### config.mk
export PLATFORM = sky130hd
export DESIGN_NAME = UpStateMachine
export DESIGN_NICKNAME = d
export VERILOG_FILES = /design/src/upMemPkg.sv /design/src/UpStateMachine.sv
export SDC_FILE = /design/constraint.sdc
export NUM_CORES = 1
export LEC_CHECK = 0
export ABC_AREA = 1
export BUFFER_PORTS_ARGS = -buffer_cell sky130_fd_sc_hd__buf_2
export CORE_AREA = 2 2 39 41
export CTS_CLUSTER_DIAMETER = 30
export DETAILED_ROUTE_END_ITERATION = 7
export DIE_AREA = 0 0 41 43
export GPL_ROUTABILITY_DRIVEN = 0
export GPL_TIMING_DRIVEN = 0
export MAX_ROUTING_LAYER = met4
export SETUP_SLACK_MARGIN = 0.3
export SYNTH_ARGS = -nofsm -noshare
export SYNTH_HDL_FRONTEND = slang
export SYNTH_SLANG_ARGS = --single-unit
### constraint.sdc
create_clock -name i_clk -period 1.5 [get_ports i_clk]
set_clock_uncertainty 0.2 [all_clocks]
set_input_delay 0.075 -clock i_clk [delete_from_list [all_inputs] [get_ports i_clk]]
set_output_delay 0.075 -clock i_clk [all_outputs]
set_load 0.005 [all_outputs]
### src/upMemPkg.sv
//--------------------
// Shared types and memory map for the uP memory side
// Bus request struct, address views, processor state and map constants
// Every design file imports this package inside its module body
//--------------------
package upMemPkg;

	// One master's request on the memory bus
	typedef struct packed {
		logic [15:0] addr;
		logic [15:0] data;
		logic        wr;   // 1 = write, 0 = read
		logic        en;   // Request valid
	} memBus_t;

	// Same address word seen as raw index or as map fields
	typedef union packed {
		logic [15:0] raw;   // RAM index view
		struct packed {
			logic [1:0]  region;  // Top bits select mapped space
			logic [11:0] unused;
			logic [1:0]  regSel;  // Register offset in map
		} map;
	} memAddr_u;

	// Processor state
	typedef enum logic [1:0] {
		ST_BOOT  = 2'd0,
		ST_RUN   = 2'd1,
		ST_PAUSE = 2'd2
	} upState_e;

	//--------------------
	// Memory map
	localparam logic [1:0] MAP_REGION = 2'b11;  // Region of the mapped regs
	localparam int         RAM_WORDS  = 256;    // Word RAM depth
	localparam int         RAM_AW     = 8;      // RAM index width
	localparam int         BOOT_LEN   = 8;      // Words in boot image

	// Mapped register offsets, offset 3 reads zero
	localparam logic [1:0] REG_GPIO_OUT = 2'd0;
	localparam logic [1:0] REG_SCRATCH  = 2'd1;
	localparam logic [1:0] REG_GPIO_IN  = 2'd2;

endpackage

### src/UpStateMachine.sv
//--------------------
// Processor state FSM
// Boot until bootloader finishes, then run, JTAG pulses pause and resume
//--------------------
`timescale 1ns/1ns

module UpStateMachine (
	input  logic i_clk,
	input  logic i_rstN,
	input  logic i_bootDone,
	input  logic i_jtagHalt,
	input  logic i_jtagResume,
	output logic o_smIsBooted,
	output logic o_smIsPaused
);
	import upMemPkg::*;

	upState_e state;
	upState_e stateNext;

	always_comb begin
		stateNext = state;
		case (state)
			ST_BOOT:  if (i_bootDone)   stateNext = ST_RUN;
			ST_RUN:   if (i_jtagHalt)   stateNext = ST_PAUSE;
			ST_PAUSE: if (i_jtagResume) stateNext = ST_RUN;
			default:  stateNext = ST_BOOT;  // Unused code recovers to boot
		endcase
	end

	always_ff @(posedge i_clk) begin
		if (!i_rstN) begin
			state <= ST_BOOT;
		end else begin
			state <= stateNext;
		end
	end

	assign o_smIsBooted = (state == ST_RUN) | (state == ST_PAUSE);
	assign o_smIsPaused = (state == ST_PAUSE);

endmodule

# Word level (Yosys, flattened, before mapping)
# Index checks and enable logic that the tools add are counted.
word_totals:
  register_bits: 2
  output_inout_bits: 2
  wordCells: 13
op_classes:
  eq_ne: 5
  muxes: 4
  n_bitwise: 1
  reduce_logical: 2
op_table:
  columns: ["op", "count"]
  rows:
  - ["2-bit two-way mux", 3]
  - ["2-bit inequality test, second input constant", 3]
  - ["2-bit one-hot mux with 3 select lines", 1]
  - ["3-bit AND reduction", 1]
  - ["2-bit by 1-bit == test with 1-bit output, second input constant", 1]
  - ["2-bit == test, second input constant", 1]
  - ["2-bit zero test", 1]
  - ["1-bit OR", 1]

# Depth between registers and ports, before layout
# Gate-level depths: netlist of run 1.
logic_depth:
  ltp_word: 3
  depth_mapped: 7

# Worst setup path after synthesis of run 1
# OpenSTA, ideal clock, no wires.
synth_path:
  path_type: "flip-flop to flip-flop"
  from: "register state[0]"
  to: "register state[0]"
  setup_time_ns: 0.113
  t_arrival_ns: 0.983
  required_ns: 1.187
  setup_slack_ns: 0.204
  path_stages_with_launch: 6
  path_buffers: 0
  period_less_slack_ns: 1.296
  path_cell_list: "dfxtp_1 -> inv_1 -> ha_1 -> or2_0 -> nor2_1 -> nor2_1"
synth_between:
  elab_chain_len: 3
  elab_cells_between_ends: 8
synth_rtl:
  columns: ["item", "line", "text"]
  rows:
  - ["start, declared", "UpStateMachine.sv:18", "upState_e state;"]
  - ["start signal, assigned", "UpStateMachine.sv:35", "state <= stateNext;"]
  - ["2-bit == test *", null, null]
  - ["via o_smIsPaused", "UpStateMachine.sv:14", "output logic o_smIsPaused"]
  - ["2-bit inequality test (no line)", null, null]
  - ["3-bit AND reduction (no line)", null, null]
# Mark *: on every way through the listed nets, which the timed path passes. The rest lies on a longest branch.
# A chain may end at the register's enable or synchronous reset.

# Final worst setup path of run 1
layout_path:
  from: "register state[0]"
  to: "output port o_smIsBooted"
layout_between:
  elab_chain_len: 2
  elab_cells_between_ends: 3
layout_rtl:
  columns: ["item", "line", "text"]
  rows:
  - ["2-bit by 1-bit == test with 1-bit output or 2-bit == test (tied branches)", "UpStateMachine.sv:39", "assign o_smIsBooted = (state == ST_RUN) | (state == ST_PAUSE);"]
  - ["1-bit OR *", "UpStateMachine.sv:39", null]
  - ["end, declared", "UpStateMachine.sv:13", "output logic o_smIsBooted,"]
# Mark *: on every way between the ends. The rest lies on a longest branch, timed or not.

==> results of run 1 <==
-- Yosys cell counts, drive strengths merged --
cell type	n
nand2	7
inv	5
or2	1
ha	4
nand3	1
dfxtp	2
nor2	4
-- worst max-delay path by stage --
| stage | startpoint | end | slack [ps] | cells after the start |
|---|---|---|---|---|
| floorplan | state[1]$_SDFFE_PN0P_ | state[0]$_SDFFE_PN0P_ | 310 | 5 |
| global placement | state[0]$_SDFFE_PN0P_ | state[0]$_SDFFE_PN0P_ | 240 | 5 |
| detailed placement | state[0]$_SDFFE_PN0P_ | state[0]$_SDFFE_PN0P_ | 240 | 5 |
| CTS | state[0]$_SDFFE_PN0P_ | o_smIsBooted | 250 | 3 |
| global route | state[1]$_SDFFE_PN0P_ | state[1]$_SDFFE_PN0P_ | 210 | 7 |
| finish | state[0]$_SDFFE_PN0P_ | o_smIsBooted | 270 | 3 |
-- placed cells by master, fill, tap and decap left out --
cell / instances
nor2_1: 3
ha_1: 1
buf_4: 1
ha_4: 2
ha_2: 1
inv_1: 3
inv_4: 2
buf_2: 5
nor2_2: 1
dlygate4sd3_1: 1
nand3_4: 1
buf_6: 1
nand2_1: 3
nand2_2: 4
dfxtp_4: 2
or2_0: 1
clkbuf_4: 3
-- critical path: stages, from the launching register on --
cell and delay, ps:
dfxtp_4 360, inv_4 50, ha_4 260, buf_6 80
-- metrics by stage --
stage / utilization / total power, mW / setup slack, ps / cell area, um^2 / hold WS [ps]
6_report: 0.233 / 0.638 / 266 / 323 / 104
5_1_grt: 0.233 / 0.729 / 214 / 323 / 155
4_1_cts: 0.231 / 0.650 / 249 / 320 / 79.6
3_5_place_dp: 0.180 / 0.404 / 237 / 249 / 112
3_3_place_gp: 0.180 / 0.399 / 242 / 249 / 112
2_1_floorplan: - / 0.332 / 308 / 199 / -12.0
-- area by class of cell --
class / instances / area [um^2]
Clock buffer: 3 / 22.5
Fill cell: 157 / 1060
Inverter: 5 / 23.8
Multi-Input combinational cell: 17 / 155
Sequential cell: 2 / 47.5
Tap cell: 16 / 20.0
Timing Repair Buffer: 8 / 53.8
-- power by group --
| part | internal [mW] | total, mW | switching [mW] |
|---|---|---|---|
| logic | 0.208 | 0.392 | 0.183 |
| clock network | 0.0880 | 0.115 | 0.0268 |
| registers | 0.0955 | 0.132 | 0.0367 |
| total | 0.392 | 0.638 | 0.247 |
-- logic make-up (layout without fill, tap and decap cells) --
family | after synthesis | in the layout | synth area share
simple gates | 13 | 13 | 0.400
buf+inv | 5 | 16 | 0.103
fa+ha+maj | 4 | 4 | 0.276
flops | 2 | 2 | 0.221
-- layer usage --
layer / GRT usage / share of wire / wire (um)
met5: - / 0 / 0
met2: 0.0719 / 0.46 / 151
met4: 0.0400 / 0 / 0
met3: 0.0471 / 0.088 / 29
met1: 0.0575 / 0.45 / 150
-- repair_timing --
action                                 in CTS  in global routing
setup endpoints to repair                   3                  4
endpoints found under the hold margin       2                  0
resized for setup                           8                  1
pin swaps                                   6                  2
hold buffers                                1                  0
setup buffers                               1                  0
==> results.txt, run 1 <==
- Outcome: completed
- Yosys top cell area share: 0.276
* Total wirelength of the detailed-routed design: roughly 330 um
- Total track usage: 0.0575
* Placed Instances: 46
- TritonCTS built the clock tree.
- Of all nets on the critical path, the largest fanout is 3.
- Number of flip-flops in the largest register: 2
- The average instance in the mapped netlist occupies roughly 7.6 um^2.
- The initial utilization of the core area, before any placement, comes to 0.131.
- Maximum ir drop on the vdd rail: roughly 0.55 mV
- The root buffer cell chosen for the clock tree is clkbuf_4.
* Lkg Pwr: 0.154 nW
- Relative to the synthesized area, the layout overhead comes to 77.9%.
- The net count of the finished layout is 46.
- Warning count from the yosys run: 0
* Most area-hungry cell type in the Yosys netlist: ha_1
- First-pass iteration count of the detailed router: 4
- After floorplanning, the core was sized to cover ~0.0014 mm^2.
- The die covers 0.00176 mm^2.
* Number of port buffers: 6
* Hold path cells: 6
- CTS built an H-tree with a depth of 1.
* Worst hold path type: in2reg
- After detailed routing, the number of vias per cell comes to 3.29.
- Timing would allow up to 810 MHz.
* Register-to-Register Setup Slack: 270 ps
- Summed over all failing endpoints, the final setup total negative slack is 0 ps.
- P per Cell Area: 1980 mW/mm^2
- Vertical die dimension: 43 um
- In this run the critical register-to-register path is captured at state[0]$_SDFFE_PN0P_.
- The share of the Yosys chip area taken by registers is 0.221.
* R2r worst-path depth: 5
* First-pass GRT wire length: 607 um
- The count of cells in the finished layout, fillers not included, comes to 51.
* Initial antenna violation count: 0
- Required time worst endpoint: 1220 ps
* Critical Path Source Type: flop
* Final Max Tran Viols: 0
- Counting every sink on the clock net gives 2.
- IO Count: 7
- Setup-failing EPs final: 0
- Clock latency on the worst-skew pair, taken at its later pin, is 220 ps.
* Clock Tree Buf Depth: 2
- Setup repair after global routing could not meet its margin everywhere.
* Final routed wire length divided by cell count: 6.49 um
- Number of vias after detailed routing: 168
- In this run the horizontal extent of the chip is 41 um.
- For hold timing, the worst endpoint is state[1]$_SDFFE_PN0P_.
- Antenna Cells: 0
* Max transition margin: 0.941
* Pin count of the biggest net entering global routing: 5
* Count of state elements after synthesis: 2
* Largest registers: state: 2 flops
- Register with the most flip-flops: state
- In this run the cell area of the synthesized design comes to 181 um^2.
- For the pin with the worst max-slew slack, the measured transition is 87.9 ps.
* Critical Path End Type: primary output
- Post-layout min period: 1230 ps
- Final routed DRC violation total: 0
- The number of global-route vias before repair came to 169.
- Synthesis produced 24 cells.
- Yosys mapped the design onto 9 distinct sky130hd cell types.
* Area contributors post-synth: ha_1 (28%), dfxtp_1 (22%), nand2_2 (10%)
- The final-report hold violation count is 0.
* Clock transition time at the flip-flop clock pins of the worst setup and hold paths: 30 ps
- Layout cell share with drive strength beyond 1: 0.657
- Summed over all layers, the global routing overflow is 0.
- Antenna-violating nets left: 0
- Once detailed placement completed, the half-perimeter wirelength came to 264 um.
- Clock tree synthesis inserted a total of 3 buffers.
- Startpoint of the tightest hold check path: i_bootDone
* Drt first-iter violations: 4
* RR Startpoint: state[1]$_SDFFE_PN0P_
- Counting every net in the synthesized netlist gives 33.
- Count of maximum capacitance violations: 0
- Crit share post-route: 0.823
* Crit path DAT: 960 ps
- By startpoint and endpoint, the worst setup path is classified as reg2out.
- Total number of placement rows: 14
Note: power is estimated with default switching activity, not from simulation.
==> run 2: changes to the inputs <==
Clock period 1.5 ns to 1.3 ns, I/O delays scaled along.
==> results.txt, run 2 (same netlist as run 1, synthesis figures left out) <==
- The initial cell density of the core was 0.131 (unchanged).
* Final Max Tran Viols: 0 (unchanged)
* Total buffers and inverters traversed by the critical path: 1 (-1)
* Proportion of power drawn by the clock network: 0.164 (-0.016)
- Clock sink count: 2 (unchanged)
- The area of the core region is 0.00138 mm^2 (unchanged).
- The peak fanout along the critical path was 3 (unchanged).
- Vias per std cell: 3.40 (+3.3%)
- Setup_tns: 0 ps (unchanged)
- Worst hold path type: in2reg
- Total number of placement rows: 14 (unchanged)
* Number of nets in the layout: 47 (+2.2%)
- Total congestion overflow: 0 (unchanged)
- The post-route worst setup slack came to 37.8 ps (-228 ps).
* IO Count: 7 (unchanged)
- The number of antenna-violating nets in the routed design was 0 (unchanged).
* Drt first-iter violations: 1 (-3)
- The largest registers in the layout are state: 2 flops.
- Critical Path Slowest Stage Cell: dfxtp_4
- Crit path DAT: 1170 ps (+210 ps)
- The endpoint required time on the critical path was 1210 ps (about the same).
* Maximum ir drop on the vdd rail: 0.563 mV (+2.2%)
- Final routed wire length divided by cell count: 6.98 um (+7.6%)
* Lkg Pwr: 0.171 nW (+11%)
* DPL Wire Length: 265 um (+0.49%)
- Register with the most flip-flops: state
- The fraction of power consumed by sequential logic came to 0.188 (-0.019).
- The depth of the worst register-to-register path is 5 (unchanged).
- Power share of the combinational group: 0.648 (+0.035)
- STA classifies the critical path startpoint as a flop.
- The reported net switching power was 306 uW (+24%).
- The setup-violating endpoint count in the final report is 0 (unchanged).
- Of the available clock period, the critical path in the final layout requires 0.971.
* Worst setup slack before clock tree synthesis: 47.1 ps (-190 ps)
- TritonCTS built the clock tree.
- The worst setup path is of the reg2reg kind.
* Final Core Density: 0.250 (+0.0172)
- Category of cells accounting for the largest share of critical-path delay: simple AND/OR/NAND/NOR gates
* P per Cell Area: 2340 mW/mm^2 (+19%)
- First-pass GRT wire length: 634 um (+4.4%)
- The worst setup path is captured at a flop.
- The overall die area is 0.00176 mm^2 (unchanged).
- Clock transition time at the flip-flop clock pins of the worst setup and hold paths: 30 ps (about the same)
* Vias in the first global route: 171 (+1.2%)
- Destination of the worst hold path: state[1]$_SDFFE_PN0P_
* Share of total power consumed by net switching: 0.377 (-0.00926)
* Inserted Clock Buffers: 3 (unchanged)
* Count of maximum capacitance violations: 0 (unchanged)
* Overall Power: 812 uW (+27%)
- Final worst hold slack: 72.5 ps (-31.8 ps)
- # fillers: 160 (+1.9%)
- RR Startpoint: state[0]$_SDFFE_PN0P_
- Based on the critical path, the design can be clocked at up to 792 MHz.
- Int Power: 506 uW (+29%)
- In the layout the commonest cells are nor2_1 (4), buf_2 (4), inv_1 (3), nand2_2 (3), clkbuf_4 (3).
* FF-to-FF End: state[0]$_SDFFE_PN0P_
- First-pass iteration count of the detailed router: 2 (-2)
- Layout cell share with drive strength beyond 1: 0.667 (+0.00952)
- Final Hold Violating Endpoints: 0 (unchanged)
* Max transition margin: 0.925 (-0.0167)
- The overall via count from detail_route came to 177 (+5.4%).
* Clock root buffer: clkbuf_4
- The number of antenna violations at the first check in global routing is 0 (unchanged).
- Hold path cells: 6 (unchanged)
- The clock insertion delay at the later pin of the skew report is 220 ps (about the same).
- Actual slew at the worst max-slew pin: 113 ps (+24.9 ps)
* Clock Tree Buf Depth: 2 (unchanged)
* Total wirelength of the detailed-routed design: 363 um (+9.7%)
- Startpoint of the tightest hold check path: i_jtagHalt
- Register-to-Register Setup Slack: 40 ps (-230 ps)
- The total global routing track utilization is 0.0616 (+0.00411).
- The stage delay of the slowest cell on the critical path is 360 ps (about the same).
* Outcome: completed
- The final routed DRC violation total is 0 (unchanged).
* Number of port buffers: 6 (unchanged)
- Relative area change from synthesis to final layout: 91.0%
- Cell-by-cell listing of the critical path: inv_4 > ha_4 > or2_0 > nor2_1 > nor2_1
* Antenna Cells: 0 (unchanged)
- Setup repair after global routing could not meet its margin everywhere.
* Number of flip-flops in the largest register: 2 (unchanged)
- Critical Path Most Common Cell: nor2_1
* Vertical die dimension: 43 um (unchanged)
* Die W: 41 um (unchanged)
- Post-layout min period: 1260 ps
- The deepest level of the CTS H-tree is 1 (unchanged).
- Pin count of the biggest net entering global routing: 5 (unchanged)
[run 2: cell type report]
class	instances	area, um^2	share of cell area
flip-flops and latches	2	47.5	0.137
clock buffers	3	22.5	0.0650
repair buffers	9	67.6	0.195
inverters	5	23.8	0.0686
multi-input cells	17	165	0.477
well taps	16	20.0	0.0578
[run 2: worst max path at each step]
stage	startpoint	end	cells after the start
global placement	state[0]$_SDFFE_PN0P_	state[0]$_SDFFE_PN0P_	5
CTS	state[1]$_SDFFE_PN0P_	state[0]$_SDFFE_PN0P_	5
floorplan	state[1]$_SDFFE_PN0P_	state[0]$_SDFFE_PN0P_	5
global route	state[0]$_SDFFE_PN0P_	state[1]$_SDFFE_PN0P_	7
finish	state[0]$_SDFFE_PN0P_	state[0]$_SDFFE_PN0P_	5
detailed placement	state[0]$_SDFFE_PN0P_	state[0]$_SDFFE_PN0P_	5
[run 2: repair_timing]
item	CTS	global route
gates resized for setup	5	7
hold buffers	1	0
pin swaps	3	6
buffers inserted	1	1
endpoints found under the setup margin	4	4
endpoints found under the hold margin	2	0
gates cloned	0	0
[run 2: tightest hold or removal path: stages]
cell	delay, ps
buf_2	90
inv_1	60
nand2_2	60
nand3_4	70
nor2_1	40
nor2_1	70
[run 2: through the flow]
stage               area (um^2)  instances
finish                      347         52
global route                347         52
CTS                         317         51
detailed placement          249         46
global placement            249         46
floorplan                   199         24
[run 2: power by group through the flow]
stage,clock (mW),combinational (mW),sequential (mW)
floorplan,0,0.254,0.127
global placement,0,0.327,0.131
detailed placement,0,0.332,0.133
CTS,0.145,0.458,0.142
global route,0.157,0.595,0.158
finish,0.133,0.526,0.153
[run 2: layer usage]
layer | vias up | GRT usage | part of all wire
met3 | 0 | 0.0471 | 0.072
met1 | 77 | 0.0575 | 0.42
met4 | 0 | 0.0600 | 0
met2 | 5 | 0.0750 | 0.50
li1 | 95 | - | -
met5 | - | - | 0
==> run 3: changes to the inputs <==
Settings changed: ABC_AREA 1 to not set.
==> results.txt, run 3 <==
* Outcome: complete, but fails checks
- Failing checks: setup timing
- Startpoint of the tightest hold check path: i_jtagHalt
* Placement Cell Area: 223 um^2 (-11%)
- Leaving out fill and tap cells, the most frequent cell in the layout is buf_2.
- Area of the mapped netlist: 155 um^2 (-14%)
- Vias in the first global route: 157 (-8.2%)
* Relative area change from synthesis to final layout: 102%
- The post-route worst setup slack came to -174 ps (-212 ps).
- Critical Path Slowest Stage Cell: dfxtp_4
- Total number of placement rows: 14 (unchanged)
- Source-to-sink clock delay at the later pin of the worst-skew pair: 220 ps (about the same)
- The overall die area is 0.00176 mm^2 (unchanged).
- Async set-or-reset flop fraction in the synthesized netlist: 0 (unchanged)
- The number of placed cells counting well taps is 40 (-13%).
- Maximum ir drop on the vdd rail: 0.267 mV (-53%)
- Initial antenna violation count: 0 (unchanged)
- Warning count from the yosys run: 0 (unchanged)
- Number of flops mapped to enable cells by yosys: 0 (unchanged)
* Final routed wire length divided by cell count: 7.70 um (+10%)
- P per Cell Area: 1900 mW/mm^2 (-19%)
* Hold path cells: 5 (-1)
- Crit path DAT: 1410 ps (+240 ps)
* Clock root buffer: clkbuf_4
* Part of the Yosys area used for sequential elements: 0.258 (+0.0374)
- The number of buffers on the longest clock path was 2 (unchanged).
- Final Max Tran Viols: 0 (unchanged)
- Inserted Clock Buffers: 3 (unchanged)
- CTS H-tree depth: 1 (unchanged)
- The fraction of post-synthesis cell area in the top cell type by area is 0.323 (+0.0467).
- The number of filler cells placed in the layout was 154 (-3.8%).
- The final HPWL from detailed placement was 238 um (-10%).
* Setup-failing EPs final: 3 (+3)
* Antenna Cells: 0 (unchanged)
- The depth of the worst register-to-register path is 5 (unchanged).
* Number of port buffers: 6 (unchanged)
- The peak clock frequency supported by timing came to 678 MHz (-14%).
- Crit share post-route: 1.13 (+0.163)
* Worst stage delay on the critical path: 360 ps (about the same)
* Lkg Pwr: 0.150 nW (-12%)
- The signal on the critical path passes through inv_4 > ha_4 > a222oi_1 > buf_4 > mux2i_1.
- Number of vias after detailed routing: 170 (-4.0%)
- The endpoint required time on the critical path was 1240 ps (+30 ps).
- The biggest area contributor in the post-synthesis netlist is ha_1.
* Synth unique cells: 7 (-2)
- The worst slew slack as a fraction of its limit is 0.825 (-0.0994).
* Initial core utilization: 0.112 (-0.0190)
- The flip-flop count of the largest register, all copies and words added is 2 (unchanged).
- Area contributors post-synth: ha_1 (32%), dfxtp_1 (26%), mux2i_1 (13%)
* RR Startpoint: state[0]$_SDFFE_PN0P_
- The register bit total from synthesis came to 2 (unchanged).
* Clock transition time at the flip-flop clock pins of the worst setup and hold paths: 30 ps (about the same)
- The wire length of the first global-routing pass is 510 um (-20%).
- Vertical die dimension: 43 um (unchanged)
- The count of max-cap constraint violations came to 0 (unchanged).
* Final worst hold slack: 138 ps (+65.1 ps)
- The via count normalized by instance count came to 3.62 (+6.3%).
* Critical Path End Type: flop
- The worst setup path is of the reg2reg kind.
- The sink count of the clock tree is 2 (unchanged).
- Total wirelength of the detailed-routed design: 362 um (-0.28%)
- Count of mapped cells out of synthesis: 18 (-25%)
- The largest registers in the layout are state: 2 flops.
- Final routed DRC violation total: 0 (unchanged)
- First-pass iteration count of the detailed router: 4 (+2)
* Post-synth top flop: dfxtp_1
- Worst hold path type: in2reg
- Post-layout min period: 1470 ps (+212 ps)
- The net count of the finished layout is 42 (-11%).
- Unrepaired setup endpoints after global routing: true
* IO Count: 7 (unchanged)
* FF-to-FF End: state[0]$_SDFFE_PN0P_
* Final Hold Violating Endpoints: 0 (unchanged)
- Among all cell types in the netlist, the one instantiated most often is inv_1.
* Antenna-violating nets left: 0 (unchanged)
* Overall Power: 596 uW (-27%)
- Drt first-iter violations: 3 (+2)
- The post-route cell area came to 314 um^2 (-9.4%).
- The non-filler instance count after layout was 47 (-9.6%).
- The peak fanout along the critical path came to 4 (+1).
- In the layout the commonest cells are buf_2 (4), nand2_1 (3), inv_1 (3), clkbuf_4 (3), buf_6 (3).
- The register-to-register path setup slack is -170 ps (-210 ps).
- Pin count of the biggest net entering global routing: 5 (unchanged)
* Synthesized net count: 27 (-18%)
- Critical Path Source Type: flop
- CTS tree: yes
- The mean cell area of the mapped netlist is 8.62 um^2 (+14%).
- The worst hold path terminates at state[1]$_SDFFE_PN0P_.
- Register with the most flip-flops: state
* Floorplan Core Area: 0.00138 mm^2 (unchanged)
* Die W: 41 um (unchanged)
* Layout cell share with drive strength beyond 1: 0.581 (-0.0860)
- Top cells by count, synth: inv_1 (5), ha_1 (4), nand2_1 (3)
- Actual slew at the worst max-slew pin: 262 ps (+150 ps)
- Total congestion overflow: 0 (unchanged)
* Total track usage: 0.0524 (-0.00924)
-- run 3: changes by cell type after synthesis --
cell,delta
nand3_4,-1
nor2_1,-4
a222oi_1,+1
mux2i_1,+2
inv_1,+1
o21ai_0,+1
inv_2,-1
or2_0,-1
nand2_2,-3
nand2_1,-1
-- run 3: per-layer routing --
layer	wire length, um	track usage	part of all wire
met4	0	0.0800	0
met1	100	0.0351	0.28
met5	0	-	0
met2	231	0.0688	0.64
met3	30	0.0314	0.083
-- run 3: report_power, final --
group,switching (mW),internal (mW),leakage (nW)
logic,0.123,0.202,0.118
clock network,0.0298,0.101,0.0138
registers,0.0393,0.101,0.0178
-- run 3: what timing repair did --
| action | 4_1_cts | 5_1_grt |
|---|---|---|
| cloned | 0 | 0 |
| setup buffers | 2 | 1 |
| hold buffers | 1 | 0 |
| endpoints found under the hold margin | 2 | 0 |
| endpoints found under the setup margin | 4 | 4 |
| pin swaps | 1 | 2 |
| gates resized for setup | 2 | 6 |
-- run 3: layout make-up --
cell class                 count  area [um^2]  area share
multi-input combinational     11          121       0.386
inverter                       5         23.8      0.0757
clock buffer                   3         22.5      0.0717
timing repair buffer          10         78.8       0.251
sequential                     2         47.5       0.151
tap                           16         20.0      0.0637
-- run 3: cells by family (layout without fill, tap and decap cells) --
group | count (synthesis) | in the layout | synth area share
fa+ha+maj | 4 | 4 | 0.323
simple gates | 3 | 3 | 0.0726
buf+inv | 5 | 18 | 0.121
flops | 2 | 2 | 0.258
compound gates | 2 | 2 | 0.0967
mux | 2 | 2 | 0.129
-- run 3: worst max path at each step --
| stage | start | endpoint | cells past startpoint |
|---|---|---|---|
| 2_1_floorplan | state[0]$_SDFFE_PN0P_ | state[0]$_SDFFE_PN0P_ | 4 |
| 3_3_place_gp | state[1]$_SDFFE_PN0P_ | state[0]$_SDFFE_PN0P_ | 4 |
| 3_5_place_dp | state[1]$_SDFFE_PN0P_ | state[0]$_SDFFE_PN0P_ | 4 |
| 4_1_cts | state[0]$_SDFFE_PN0P_ | state[0]$_SDFFE_PN0P_ | 5 |
| 5_1_grt | state[0]$_SDFFE_PN0P_ | state[0]$_SDFFE_PN0P_ | 5 |
| 6_report | state[0]$_SDFFE_PN0P_ | state[0]$_SDFFE_PN0P_ | 5 |
-- run 3: critical path: cells and delay by family (launching register included) --
kind            cells  cell delay, ps
compound gates      1             290
fa+ha+maj           1             150
buf+inv             2             230
flops               1             360
mux                 1             170
-- run 3: per-stage QoR --
stage                     utilization  setup WS, ps  TNS, ps
after floorplan                     -          -190     -380
after global placement          0.161          -289     -571
after detailed placement        0.161          -294     -580
after CTS                       0.202          -198     -398
after global routing            0.227          -258     -618
final                           0.227          -174     -405
